===== config.mk =====
export PLATFORM = sky130hd
export DESIGN_NAME = pw_operand_stage
export DESIGN_NICKNAME = d
export VERILOG_FILES = /design/src/design/pw_pkg.sv /design/src/design/pw_operand_stage.sv
export SDC_FILE = /design/constraint.sdc
export NUM_CORES = 1
export LEC_CHECK = 0
export BUFFER_PORTS_ARGS = -buffer_cell sky130_fd_sc_hd__buf_4
export CAP_MARGIN = 40
export CORE_AREA = 8 8 221 223
export DETAILED_ROUTE_END_ITERATION = 12
export DIE_AREA = 0 0 229 231
export PLACE_DENSITY = 0.58
export SLEW_MARGIN = 15
export SYNTH_ARGS = -nofsm -noshare
export SYNTH_HDL_FRONTEND = slang
export SYNTH_SLANG_ARGS = --single-unit

===== constraint.sdc =====
create_clock -name clk -period 1.25 [get_ports clk]
set_input_delay 0.25 -clock clk [delete_from_list [all_inputs] [get_ports clk]]
set_output_delay 0.25 -clock clk [all_outputs]
set_load 0.02 [all_outputs]

===== src/design/pw_pkg.sv =====
// ====================
// Pointwise engine shared definitions
// Modulus, field widths, operation encoding and the
// structs carried between controller, operand stage and ALU
// ====================
`default_nettype none

package pw_pkg;

    // ====================
    // Field constants
    // ====================
    localparam int unsigned PW_COEFF_W = 23;
    localparam int unsigned PW_LANE_W  = 24;
    localparam int unsigned PW_LANES   = 4;
    localparam int unsigned PW_WORD_W  = PW_LANES * PW_LANE_W;
    localparam int unsigned PW_ADDR_W  = 15;
    localparam int unsigned PW_WORDS   = 64;
    localparam int unsigned PW_IDX_W   = $clog2(PW_WORDS);

    // ML-DSA modulus, 2^23 - 2^13 + 1
    localparam logic [PW_COEFF_W-1:0] PW_Q = 23'd8380417;

    // ====================
    // Operations and buses
    // ====================
    typedef enum logic [1:0] {
        PW_MUL = 2'b00,
        PW_ADD = 2'b01,
        PW_SUB = 2'b10
    } pw_op_e;

    typedef struct packed {
        logic                 en;
        logic [PW_ADDR_W-1:0] addr;
    } mem_req_t;

    typedef struct packed {
        logic [PW_ADDR_W-1:0] a_base;
        logic [PW_ADDR_W-1:0] b_base;
        logic [PW_ADDR_W-1:0] c_base;
    } pw_base_t;

    // Lane 0 sits in the low bits of a memory word
    typedef logic [PW_LANES-1:0][PW_COEFF_W-1:0] pw_lanes_t;

    typedef struct packed {
        pw_lanes_t           u;
        pw_lanes_t           v;
        pw_lanes_t           w;
        logic                valid;
        logic [PW_IDX_W-1:0] idx;
    } pw_operands_t;

endpackage

`default_nettype wire

===== src/design/pw_operand_stage.sv =====
// ====================
// Operand stage
// Lines up the read strobe with the memory latency and
// registers A, B and C words as 23-bit coefficient lanes
// ====================
`timescale 1ns/1ps
`default_nettype none

module pw_operand_stage (
    input  logic                          clk,
    input  logic                          reset_n,
    input  logic                          zeroize_i,
    input  logic                          rd_strobe_i,
    input  logic [pw_pkg::PW_IDX_W-1:0]   rd_idx_i,
    input  logic                          c_rd_en_i,
    input  logic [pw_pkg::PW_WORD_W-1:0]  a_rd_data_i,
    input  logic [pw_pkg::PW_WORD_W-1:0]  b_rd_data_i,
    input  logic [pw_pkg::PW_WORD_W-1:0]  c_rd_data_i,
    output pw_pkg::pw_operands_t          ops_o
);
    import pw_pkg::*;

    logic                strobe_d;
    logic                c_en_d;
    logic [PW_IDX_W-1:0] idx_d;
    logic                valid_q;
    logic [PW_IDX_W-1:0] idx_q;
    pw_lanes_t           u_q;
    pw_lanes_t           v_q;
    pw_lanes_t           w_q;

    // Drop the pad bit of every lane
    function automatic pw_lanes_t unpack(input logic [PW_WORD_W-1:0] word);
        pw_lanes_t lanes;
        for (int i = 0; i < PW_LANES; i++) begin
            lanes[i] = word[i*PW_LANE_W +: PW_COEFF_W];
        end
        return lanes;
    endfunction

    always_ff @(posedge clk or negedge reset_n) begin
        if (!reset_n) begin
            strobe_d <= 1'b0;
            c_en_d   <= 1'b0;
            idx_d    <= '0;
            valid_q  <= 1'b0;
            idx_q    <= '0;
        end else if (zeroize_i) begin
            strobe_d <= 1'b0;
            c_en_d   <= 1'b0;
            idx_d    <= '0;
            valid_q  <= 1'b0;
            idx_q    <= '0;
        end else begin
            // First stage tracks the cycle the memory answers in
            strobe_d <= rd_strobe_i;
            c_en_d   <= c_rd_en_i;
            idx_d    <= rd_idx_i;
            valid_q  <= strobe_d;
            idx_q    <= idx_d;
        end
    end

    always_ff @(posedge clk) begin
        if (zeroize_i) begin
            u_q <= '0;
            v_q <= '0;
            w_q <= '0;
        end else if (strobe_d) begin
            u_q <= unpack(a_rd_data_i);
            v_q <= unpack(b_rd_data_i);
            // C holds nothing valid unless it was read
            w_q <= c_en_d ? unpack(c_rd_data_i) : '0;
        end
    end

    always_comb begin
        ops_o.u     = u_q;
        ops_o.v     = v_q;
        ops_o.w     = w_q;
        ops_o.valid = valid_q;
        ops_o.idx   = idx_q;
    end

endmodule

`default_nettype wire


# Yosys cells after proc, flatten, opt, wreduce, memory -nomap -nowiden
# Index checks and enable logic that the tools add are counted.
dict set report totals {
  mem_count 0
  reg_bits 291
  latchBits 0
  ram_bits 0
  wordCells 23
  romBits 0
  inputBits 299
}
dict set report classes {
  n_mul 0
  n_mux 6
  div 0
  magnitude_cmp 0
  n_addsub 0
  shifts 0
  n_eq_ne 0
  reduce_logical 0
  bitwise_logic 0
}
# operator count
set ops {}
lappend ops {{$mux 92} 1}
lappend ops {{$mux 6} 2}
lappend ops {{$mux 1} 3}

# Logic depth before layout (Yosys ltp)
# Gate-level depths: netlist (run 1).
dict set report depth {
  ltp_word 1
  depth_mapped 5
  depth_no_buf 2
}

# Worst setup path before layout (run 1)
# OpenSTA, ideal clock, no wires.
dict set report synth_timing {
  kind {reg-to-reg}
  from {reg strobe_d}
  to {reg v_q, in the netlist ops_o[100]}
  path_buffers 3
  arrival_time_ns 0.984
  slack_ns 0.138
  t_required_ns 1.122
  path_stages_with_launch 6
  synth_period_minus_slack_ns 1.112
  cell_sequence {dfrtp_1 > buf_6 > buf_12 > buf_12 > mux2i_1 > nor2_1}
}
# element line
set synth_rtl {}
lappend synth_rtl {{start, declared} pw_operand_stage.sv:23} ;# logic strobe_d;
lappend synth_rtl {{start signal, assigned} pw_operand_stage.sv:56} ;# strobe_d <= rd_strobe_i;
lappend synth_rtl {{end signal, assigned} pw_operand_stage.sv:71} ;# v_q <= unpack(b_rd_data_i);
lappend synth_rtl {{end, declared} pw_operand_stage.sv:29} ;# pw_lanes_t v_q;

==> impl_metrics.csv, run 1 <==
group,metric,value,unit
run_status,status,"finished, violations left",
run_status,violations,"negative setup slack",
cts,cts_buffers,35,
floorplan,start_util,24.1,%
routing,drt_iter0_drc,412,
synth,synthTopCellsByArea,"dfxtp_1 (51%), mux2i_1 (17%), nor2_1 (6.4%)",
sta,worst_slack,-0.210,ns
power,internal_power,18.1,mW
final_layout,final_core_util,49.1,%
sta,fmax,685,MHz
power,p_sw,6.15,mW
grt,first_global_vias,12600,
floorplan,rows,78,
routing,wl_per_cell,18.9,um
critical_path,crit_chain,"bufbuf_16 -> buf_4 -> nand2b_1 -> a21oi_2",
power,sw_frac_of_total,25.3,%
sta,setup_viol,295,
critical_path,critPathArrivalTime,1.89,ns
critical_path,r2r-start,"strobe_d",
min_path,min_path_type,"primary input to flop",
grt,grt_pass1_wl,72800,um
critical_path,rr_worst_depth,4,
critical_path,worstPathRequired,1.68,ns
power,irDropWorstVdd,1.04,mV
cts,insertion_delay,0.53,ns
synth,syn_area,10900,um2
final_layout,area_delta_synth_final,104,%
power,p_clk_share,40.3,%
floorplan,ioPinCount,582,
cts,clkSinkCount,291,
synth,synth_area_per_cell,10.5,um2
sta,finalCriticalPeriod,1.46,ns
power,leakage,9.50,nW
floorplan,dieArea,52900,um2
sta,finalCritPeriodShare,117,%
flow_run,drv_cap,0,
placement,gp_congestion,0.793,
placement,dpl_cell_area,15800,um2
routing,ant_nets,0,
sta,slew_viol_final,0,
grt,antenna_found_initial,4,
critical_path,cp_slowest_cell,"dfrtp_4",
sta,worstMarginPinSlew,0.486,ns
sta,hold_slack,0.0695,ns
final_layout,design_area,22100,um2
critical_path,reg2reg_to,"ops_o[65]",
placement,port_buffers,569,
critical_path,cp-endpoint,"ops_o[65]",
critical_path,crit_path_end_kind,"flop",
critical_path,worstSetupPathType,"flop to flop",
placement,placedCellCount,2181,
final_layout,fin_cells,2579,
power,power_density,1100,nW/um2
cts,cts_tree,"done",
final_layout,layout-drive-gt1-share,52.5,%
power,finalPower,24.3,mW
cts,cts-root-buf,"clkbuf_16",
cts,clockBufferDepth,3,
placement,hpwlAfterDp,30700,um
critical_path,cp_slowest_stage_delay,0.56,ns
routing,viasPerCell,4.36,
cts,htree_levels,2,
floorplan,core_area,45100,um2
sta,skew,0.0226,ns
critical_path,critPathLaunchType,"flop",
synth,synth_top_area_share,50.9,%
critical_path,worstSetupStartpoint,"strobe_d",
synth,yosys_register_bits,291,
sta,maxSlewHeadroom,67.6,%
routing,totalWireLength,48700,um
synth,synthCells,1034,
cts,clk_pin_slew,0.06,ns
routing,via_count,11200,
synth,seq_area_frac_synth,54.3,%
grt,grt_max_degree,38,
routing,drcViolationCount,0,
routing,drtPass1Iterations,5,
sta,hold_viol_final,0,
power,power.share.sequential,41.2,%
critical_path,crit_fanout,11,
final_layout,final_nets,2255,
synth,synth_cell_types,18,
grt,overflow,0,
final_layout,mostFrequentLayoutCells,"buf_4 (351), dlygate4sd3_1 (288), buf_6 (281)",
grt,grt_usage,17.2,%
synth,yosysWarnings,0,
synth,syn_nets,1333,
floorplan,die_w,229,um
synth,synth_top_cell_by_area,"dfxtp_1",
critical_path,reg2reg_slack,-0.21,ns
final_layout,final_common_cell,"buf_4",
power,comb_power_share,18.4,%
floorplan,die_h,231,um
final_layout,fillers,3787,
sta,grt_setup_unrepaired,"true",
==> kinds of logic (layout without fill, tap and decap cells) <==
logic type	after synthesis	in the layout	synth area share [%]
simple gates	383	383	16.9
flops	291	291	54.3
mux	184	184	17.0
compound gates	92	92	4.31
buf+inv	84	1028	7.54
other cells	0	1	0
==> worst max-delay path: cells and delay by family (launching register included) <==
| kind | cells | cell delay [ns] |
|---|---|---|
| DFF | 1 | 0.56 |
| buffers and inverters | 2 | 0.47 |
| AOI/OAI and AO/OA | 1 | 0.17 |
| and+or+nand+nor | 1 | 0.16 |
==> per-stage QoR <==
stage               setup WS, ns  TNS [ns]
global route              -0.252    -49.95
global placement         -0.0490    -0.538
finish                    -0.210    -27.14
detailed placement       -0.0776     -1.80
CTS                       -0.168    -36.80
floorplan                  0.138         0
==> repair_timing <==
item | in CTS | in global routing
pin swaps | 0 | 3
cloned | 11 | 1
setup buffers | 34 | 4
setup endpoints to repair | 457 | 560
endpoints found under the hold margin | 298 | 0
hold buffers | 288 | 0
gates resized for setup | 572 | 53
==> per-layer routing <==
metal  wire length, um  vias up  track usage [%]
li1                  -     5297                -
met4              1930        6             7.71
met3              4090      118             6.36
met2             25300      467             31.7
met5                31        -                0
met1             17400     5358             17.0
==> power by group through the flow <==
stage / clock network (mW) / logic (mW) / registers (mW)
finish: 9.79 / 4.48 / 10.0
global route: 10.5 / 4.73 / 10.0
CTS: 10.2 / 4.34 / 9.99
detailed placement: 0 / 3.11 / 10.1
global placement: 0 / 3.07 / 10.0
floorplan: 0 / 1.12 / 10.4
==> worst min-delay path by stage <==
| stage | start | end | cells past startpoint |
|---|---|---|---|
| final | c_rd_data_i[26] | ops_o[32] | 3 |
| after global routing | c_rd_data_i[26] | ops_o[32] | 3 |
| after CTS | c_rd_data_i[26] | ops_o[32] | 3 |
| after detailed placement | reset_n | idx_q[4] | 1 |
| after global placement | reset_n | idx_q[4] | 1 |
| after floorplan | reset_n | c_en_d | 0 |
==> cell type report <==
type,instances,area [um2],share of cell area (%)
tap,600,751,3.39
clock buffer,55,1050,4.76
clock inverter,4,22.5,0.102
timing repair buffer,969,9780,44.1
multi-input combinational,659,4290,19.4
sequential,291,6260,28.2
antenna,1,2.50,0.0113
==> state kept, by name, summed over array words and instances (netlist names) <==
signal	count
c_en_d	1
idx_q	6
strobe_d	1
idx_d	6
ops_o	276
valid_q	1
==> cell usage after synthesis (all sizes together) <==
cell and n:
clkbuf 15, mux2i 184, dfrtp 15, nand3 92
dfxtp 276, a21oi 92, nor2b 15, nand2b 92
nor2 184, buf 69
Note: power is estimated with default switching activity, not from simulation.
==> run 2, diff against run 1 <==
- TNS_END_PERCENT: default -> 50
==> run 2 against run 1 <==
The flow still finishes with violations (negative setup slack). Final cell count about the same. Global-route usage is 0.12 points lower. Via count down 0.60%. First-iteration DRC count fell by 17%. Flip-flop and latch count did not move. Sequential power about the same. Largest cell class unchanged. Largest power group unchanged.
==> impl_metrics.csv, run 2 (synthesis results as in run 1) <==
group,metric,value,unit
run_status,status,"finished, violations left",
run_status,violations,"negative setup slack",
cts,cts_tree,"done",
power,leakage,9.46,nW
final_layout,mostFrequentLayoutCells,"buf_4 (367), dlygate4sd3_1 (288), buf_6 (271)",
grt,grt_pass1_wl,72300,um
grt,overflow,0,
critical_path,worstPathRequired,1.68,ns
critical_path,critPathLaunchType,"flop",
sta,grt_setup_unrepaired,"true",
critical_path,critPathTopFamily,"flip-flops",
placement,port_buffers,569,
sta,hold_viol_final,0,
floorplan,core_area,45100,um2
cts,insertion_delay,0.53,ns
routing,drcViolationCount,0,
final_layout,final_nets,2257,
flow_run,drv_cap,0,
grt,first_global_vias,12500,
critical_path,worst-path-buf-inv,2,
sta,hold_slack,0.0584,ns
grt,grt_usage,17.1,%
sta,worstMarginPinSlew,0.474,ns
final_layout,area_delta_synth_final,103,%
sta,finalCritPeriodShare,116,%
cts,cts-root-buf,"clkbuf_16",
critical_path,cp_slowest_cell,"dfrtp_4",
routing,totalWireLength,48400,um
routing,drtPass1Iterations,6,
critical_path,critPathArrivalTime,1.88,ns
sta,skew,0.0196,ns
floorplan,start_util,24.1,%
final_layout,final_common_cell,"buf_4",
power,irDropWorstVdd,1.08,mV
routing,drt_iter0_drc,341,
cts,clkSinkCount,291,
placement,dp_slack,-0.0776,ns
routing,viasPerCell,4.33,
sta,worst_slack,-0.196,ns
final_layout,multiInputGateArea,4300,um2
sta,finalCriticalPeriod,1.45,ns
critical_path,crit_path_end_kind,"flop",
cts,htree_levels,2,
min_path,min_path_type,"primary input to flop",
grt,antenna_found_initial,4,
routing,wl_per_cell,18.7,um
placement,gp_congestion,0.793,
grt,grt_max_degree,38,
final_layout,seq_area,6250,um2
cts,cts_buffers,35,
cts,clockBufferDepth,3,
power,power_density,1100,nW/um2
sta,finalSetupTns,-19.91,ns
final_layout,final_core_util,48.9,%
final_layout,largest_reg_flops,276,
placement,hpwlAfterDp,30700,um
sta,setup_viol,277,
critical_path,worstSetupPathType,"flop to flop",
routing,via_count,11200,
final_layout,layout-drive-gt1-share,52.1,%
floorplan,dieArea,52900,um2
sta,fmax,692,MHz
sta,maxSlewHeadroom,68.4,%
critical_path,crit_chain,"bufbuf_16 -> buf_4 -> nand2b_1 -> a21oi_2",
floorplan,die_h,231,um
floorplan,rows,78,
routing,ant_nets,0,
critical_path,crit_fanout,11,
cts,clk_pin_slew,0.07,ns
floorplan,die_w,229,um
critical_path,cp_slowest_stage_delay,0.55,ns
floorplan,ioPinCount,582,
sta,slew_viol_final,0,
final_layout,fillers,3807,
## run 2: changes by cell type in the layout (fill, tap and decap cells not counted), sizes merged
cell,before,now
buf,676,681
bufbuf,4,1
## run 2: worst paths after layout
path                                  from   endpoint  slack, ns  cells after the start
hold / removal             c_rd_data_i[26]  ops_o[32]       0.06                      3
max in group asynchronous          reset_n     c_en_d       0.85                      2
min in group asynchronous          reset_n    valid_q       0.16                      2
setup reg to reg                  strobe_d  ops_o[65]      -0.20                      4
setup / recovery                  strobe_d  ops_o[65]      -0.20                      4
hold reg to reg                   idx_d[0]   idx_q[0]       0.45                      1
## run 2: what timing repair did
| action | CTS | global route |
|---|---|---|
| resized for setup | 534 | 75 |
| buffers inserted | 31 | 12 |
| hold buffers | 288 | 0 |
| hold endpoints to repair | 298 | 0 |
| cloned | 10 | 1 |
| endpoints found under the setup margin | 457 | 560 |
| pin swaps | 2 | 2 |
## run 2: per-layer routing
layer / part of all wire (%) / track usage (%) / vias to the layer above / routed length (um)
li1: - / - / 5294 / -
met1: 35 / 16.8 / 5292 / 17100
met2: 52 / 31.4 / 463 / 25100
met3: 8.6 / 6.50 / 124 / 4160
met4: 4.0 / 7.77 / 6 / 1940
met5: 0.079 / 0 / - / 38
## run 2: cell type report
cell class | instances | share of cell area (%)
Antenna cell | 1 | 0.0114
Clock buffer | 55 | 4.79
Clock inverter | 4 | 0.102
Multi-Input combinational cell | 659 | 19.5
Sequential cell | 291 | 28.4
Tap cell | 600 | 3.41
Timing Repair Buffer | 971 | 43.8
## run 2: worst register-to-register path, stage by stage, from the launching register on
cell and delay [ns]:
dfrtp_4 0.55, bufbuf_16 0.30, buf_4 0.16, nand2b_1 0.16, a21oi_2 0.17
## run 2: stage by stage
stage / area [um2] / cells / total power [mW]
final: 22000 / 2581 / 24.2
after global routing: 22000 / 2580 / 25.3
after CTS: 21700 / 2569 / 24.5
after detailed placement: 15800 / 2181 / 13.2
after global placement: 15800 / 2181 / 13.1
after floorplan: 10900 / 1034 / 11.6
## run 2: where the power goes
group          total, mW  internal, mW  leakage [nW]  switching, mW
Sequential          10.0          9.71          2.56          0.293
Clock               9.81          5.77         0.524           4.04
Combinational       4.43          2.60          6.38           1.82
==> run 3, diff against run 2 <==
- RECOVER_POWER: default -> 50
==> run 3 against run 2 <==
The flow still finishes with violations (negative setup slack). Worst setup slack lost 0.0033 ns. Total power hardly changed. Largest cell class unchanged. Non-clock buffer count did not move. Sequential share of layout area is essentially flat.
==> impl_metrics.csv, run 3 (synthesis results as in run 1) <==
group,metric,value,unit
run_status,status,"finished, violations left",
run_status,violations,"negative setup slack",
final_layout,mostFrequentLayoutCells,"buf_4 (366), dlygate4sd3_1 (288), buf_6 (271)",
cts,htree_levels,2,
routing,totalWireLength,48300,um
grt,antenna_found_initial,4,
routing,viasPerCell,4.34,
placement,dpl_cell_area,15800,um2
sta,worst_slack,-0.199,ns
sta,maxSlewHeadroom,66.6,%
sta,hold_viol_final,0,
sta,setup_viol,282,
power,irDropWorstVdd,1.08,mV
critical_path,critPathLaunchType,"flop",
routing,drcViolationCount,0,
routing,wl_per_cell,18.7,um
routing,ant_nets,0,
cts,clockBufferDepth,3,
floorplan,dieArea,52900,um2
final_layout,area_delta_synth_final,103,%
final_layout,final_nets,2257,
power,comb_power_share,18.2,%
sta,fmax,690,MHz
floorplan,ioPinCount,582,
cts,clkSinkCount,291,
grt,first_global_vias,12500,
floorplan,rows,78,
power,power.share.sequential,41.3,%
power,internal_power,18.1,mW
critical_path,worstPathRequired,1.68,ns
routing,via_count,11200,
power,p_sw,6.15,mW
cts,cts-root-buf,"clkbuf_16",
sta,grt_setup_unrepaired,"true",
final_layout,final_common_cell,"buf_4",
final_layout,design_area,22000,um2
sta,finalCriticalPeriod,1.45,ns
grt,grt_max_degree,38,
floorplan,start_util,24.1,%
flow_run,drv_cap,0,
placement,hpwlAfterDp,30700,um
critical_path,critPathArrivalTime,1.88,ns
routing,drtPass1Iterations,4,
critical_path,crit_fanout,11,
sta,skew,0.0185,ns
floorplan,core_area,45100,um2
placement,gp_congestion,0.793,
power,sw_frac_of_total,25.4,%
cts,insertion_delay,0.53,ns
sta,finalCritPeriodShare,116,%
final_layout,layout-drive-gt1-share,52.1,%
power,power_density,1100,nW/um2
sta,slew_viol_final,0,
floorplan,die_w,229,um
grt,grt_pass1_wl,72300,um
power,leakage,9.46,nW
cts,clk_pin_slew,0.06,ns
sta,worstMarginPinSlew,0.500,ns
critical_path,worstSetupPathType,"flop to flop",
final_layout,fillers,3809,
critical_path,crit_path_end_kind,"flop",
cts,cts_buffers,35,
grt,grt_usage,17.1,%
final_layout,largest_reg_flops,276,
floorplan,die_h,231,um
placement,dp_slack,-0.0776,ns
placement,port_buffers,569,
routing,drt_iter0_drc,336,
cts,cts_tree,"done",
power,p_clk_share,40.5,%
grt,overflow,0,
min_path,min_path_type,"primary input to flop",
==> run 3: final cells by class <==
type	instances	area, um2	share of cell area (%)
Timing Repair Buffer	971	9640	43.8
Tap cell	600	751	3.41
Clock buffer	55	1050	4.79
Sequential cell	291	6250	28.4
Antenna cell	1	2.50	0.0114
Multi-Input combinational cell	659	4300	19.5
Clock inverter	4	22.5	0.102
==> run 3: final timing paths <==
kind / from / end / slack, ns / cells past startpoint
worst max-delay path: strobe_d / ops_o[65] / -0.20 / 4
worst min-delay path: c_rd_data_i[26] / ops_o[32] / 0.06 / 3
worst max register to register: strobe_d / ops_o[65] / -0.20 / 4
worst min register to register: idx_d[0] / idx_q[0] / 0.45 / 1
max in group asynchronous: reset_n / c_en_d / 0.62 / 2
min in group asynchronous: reset_n / valid_q / 0.26 / 2
==> run 3: power by group through the flow <==
stage | clock (mW) | sequential (mW) | combinational, mW
detailed placement | 0 | 10.1 | 3.11
finish | 9.81 | 10.0 | 4.42
CTS | 10.2 | 9.98 | 4.30
floorplan | 0 | 10.4 | 1.12
global route | 10.5 | 10.0 | 4.67
global placement | 0 | 10.0 | 3.07
==> run 3: metrics by stage <==
stage	hold WS, ns	power [mW]	setup TNS, ns	util, %	std cells
5_1_grt	0.0280	25.2	-45.51	48.8	2580
3_5_place_dp	0.144	13.2	-1.80	35.1	2181
3_3_place_gp	0.142	13.1	-0.538	35.1	2181
2_1_floorplan	-0.0456	11.6	0	-	1034
6_report	0.0582	24.2	-22.52	48.8	2581
4_1_cts	0.0135	24.5	-34.27	48.1	2569
==> run 3: worst max-delay path, stage by stage, from the launching register on <==
cell and delay [ns]:
dfrtp_4 0.55, bufbuf_16 0.30, buf_4 0.16, nand2b_1 0.16, a21oi_2 0.17
==> run 3: what timing repair did <==
action / 4_1_cts / 5_1_grt
cloned: 10 / 1
setup buffers: 31 / 12
endpoints found under the hold margin: 298 / 0
gates resized for setup: 534 / 75
hold buffers: 288 / 0
setup endpoints to repair: 457 / 560
pin swaps: 2 / 2
==> run 3: per-layer routing <==
| layer | up-vias | routed length [um] | track usage, % |
|---|---|---|---|
| met5 | - | 38 | 0 |
| met4 | 6 | 1950 | 7.77 |
| met3 | 126 | 4170 | 6.50 |
| met2 | 464 | 25100 | 31.4 |
| met1 | 5311 | 17100 | 16.8 |
| li1 | 5294 | - | - |
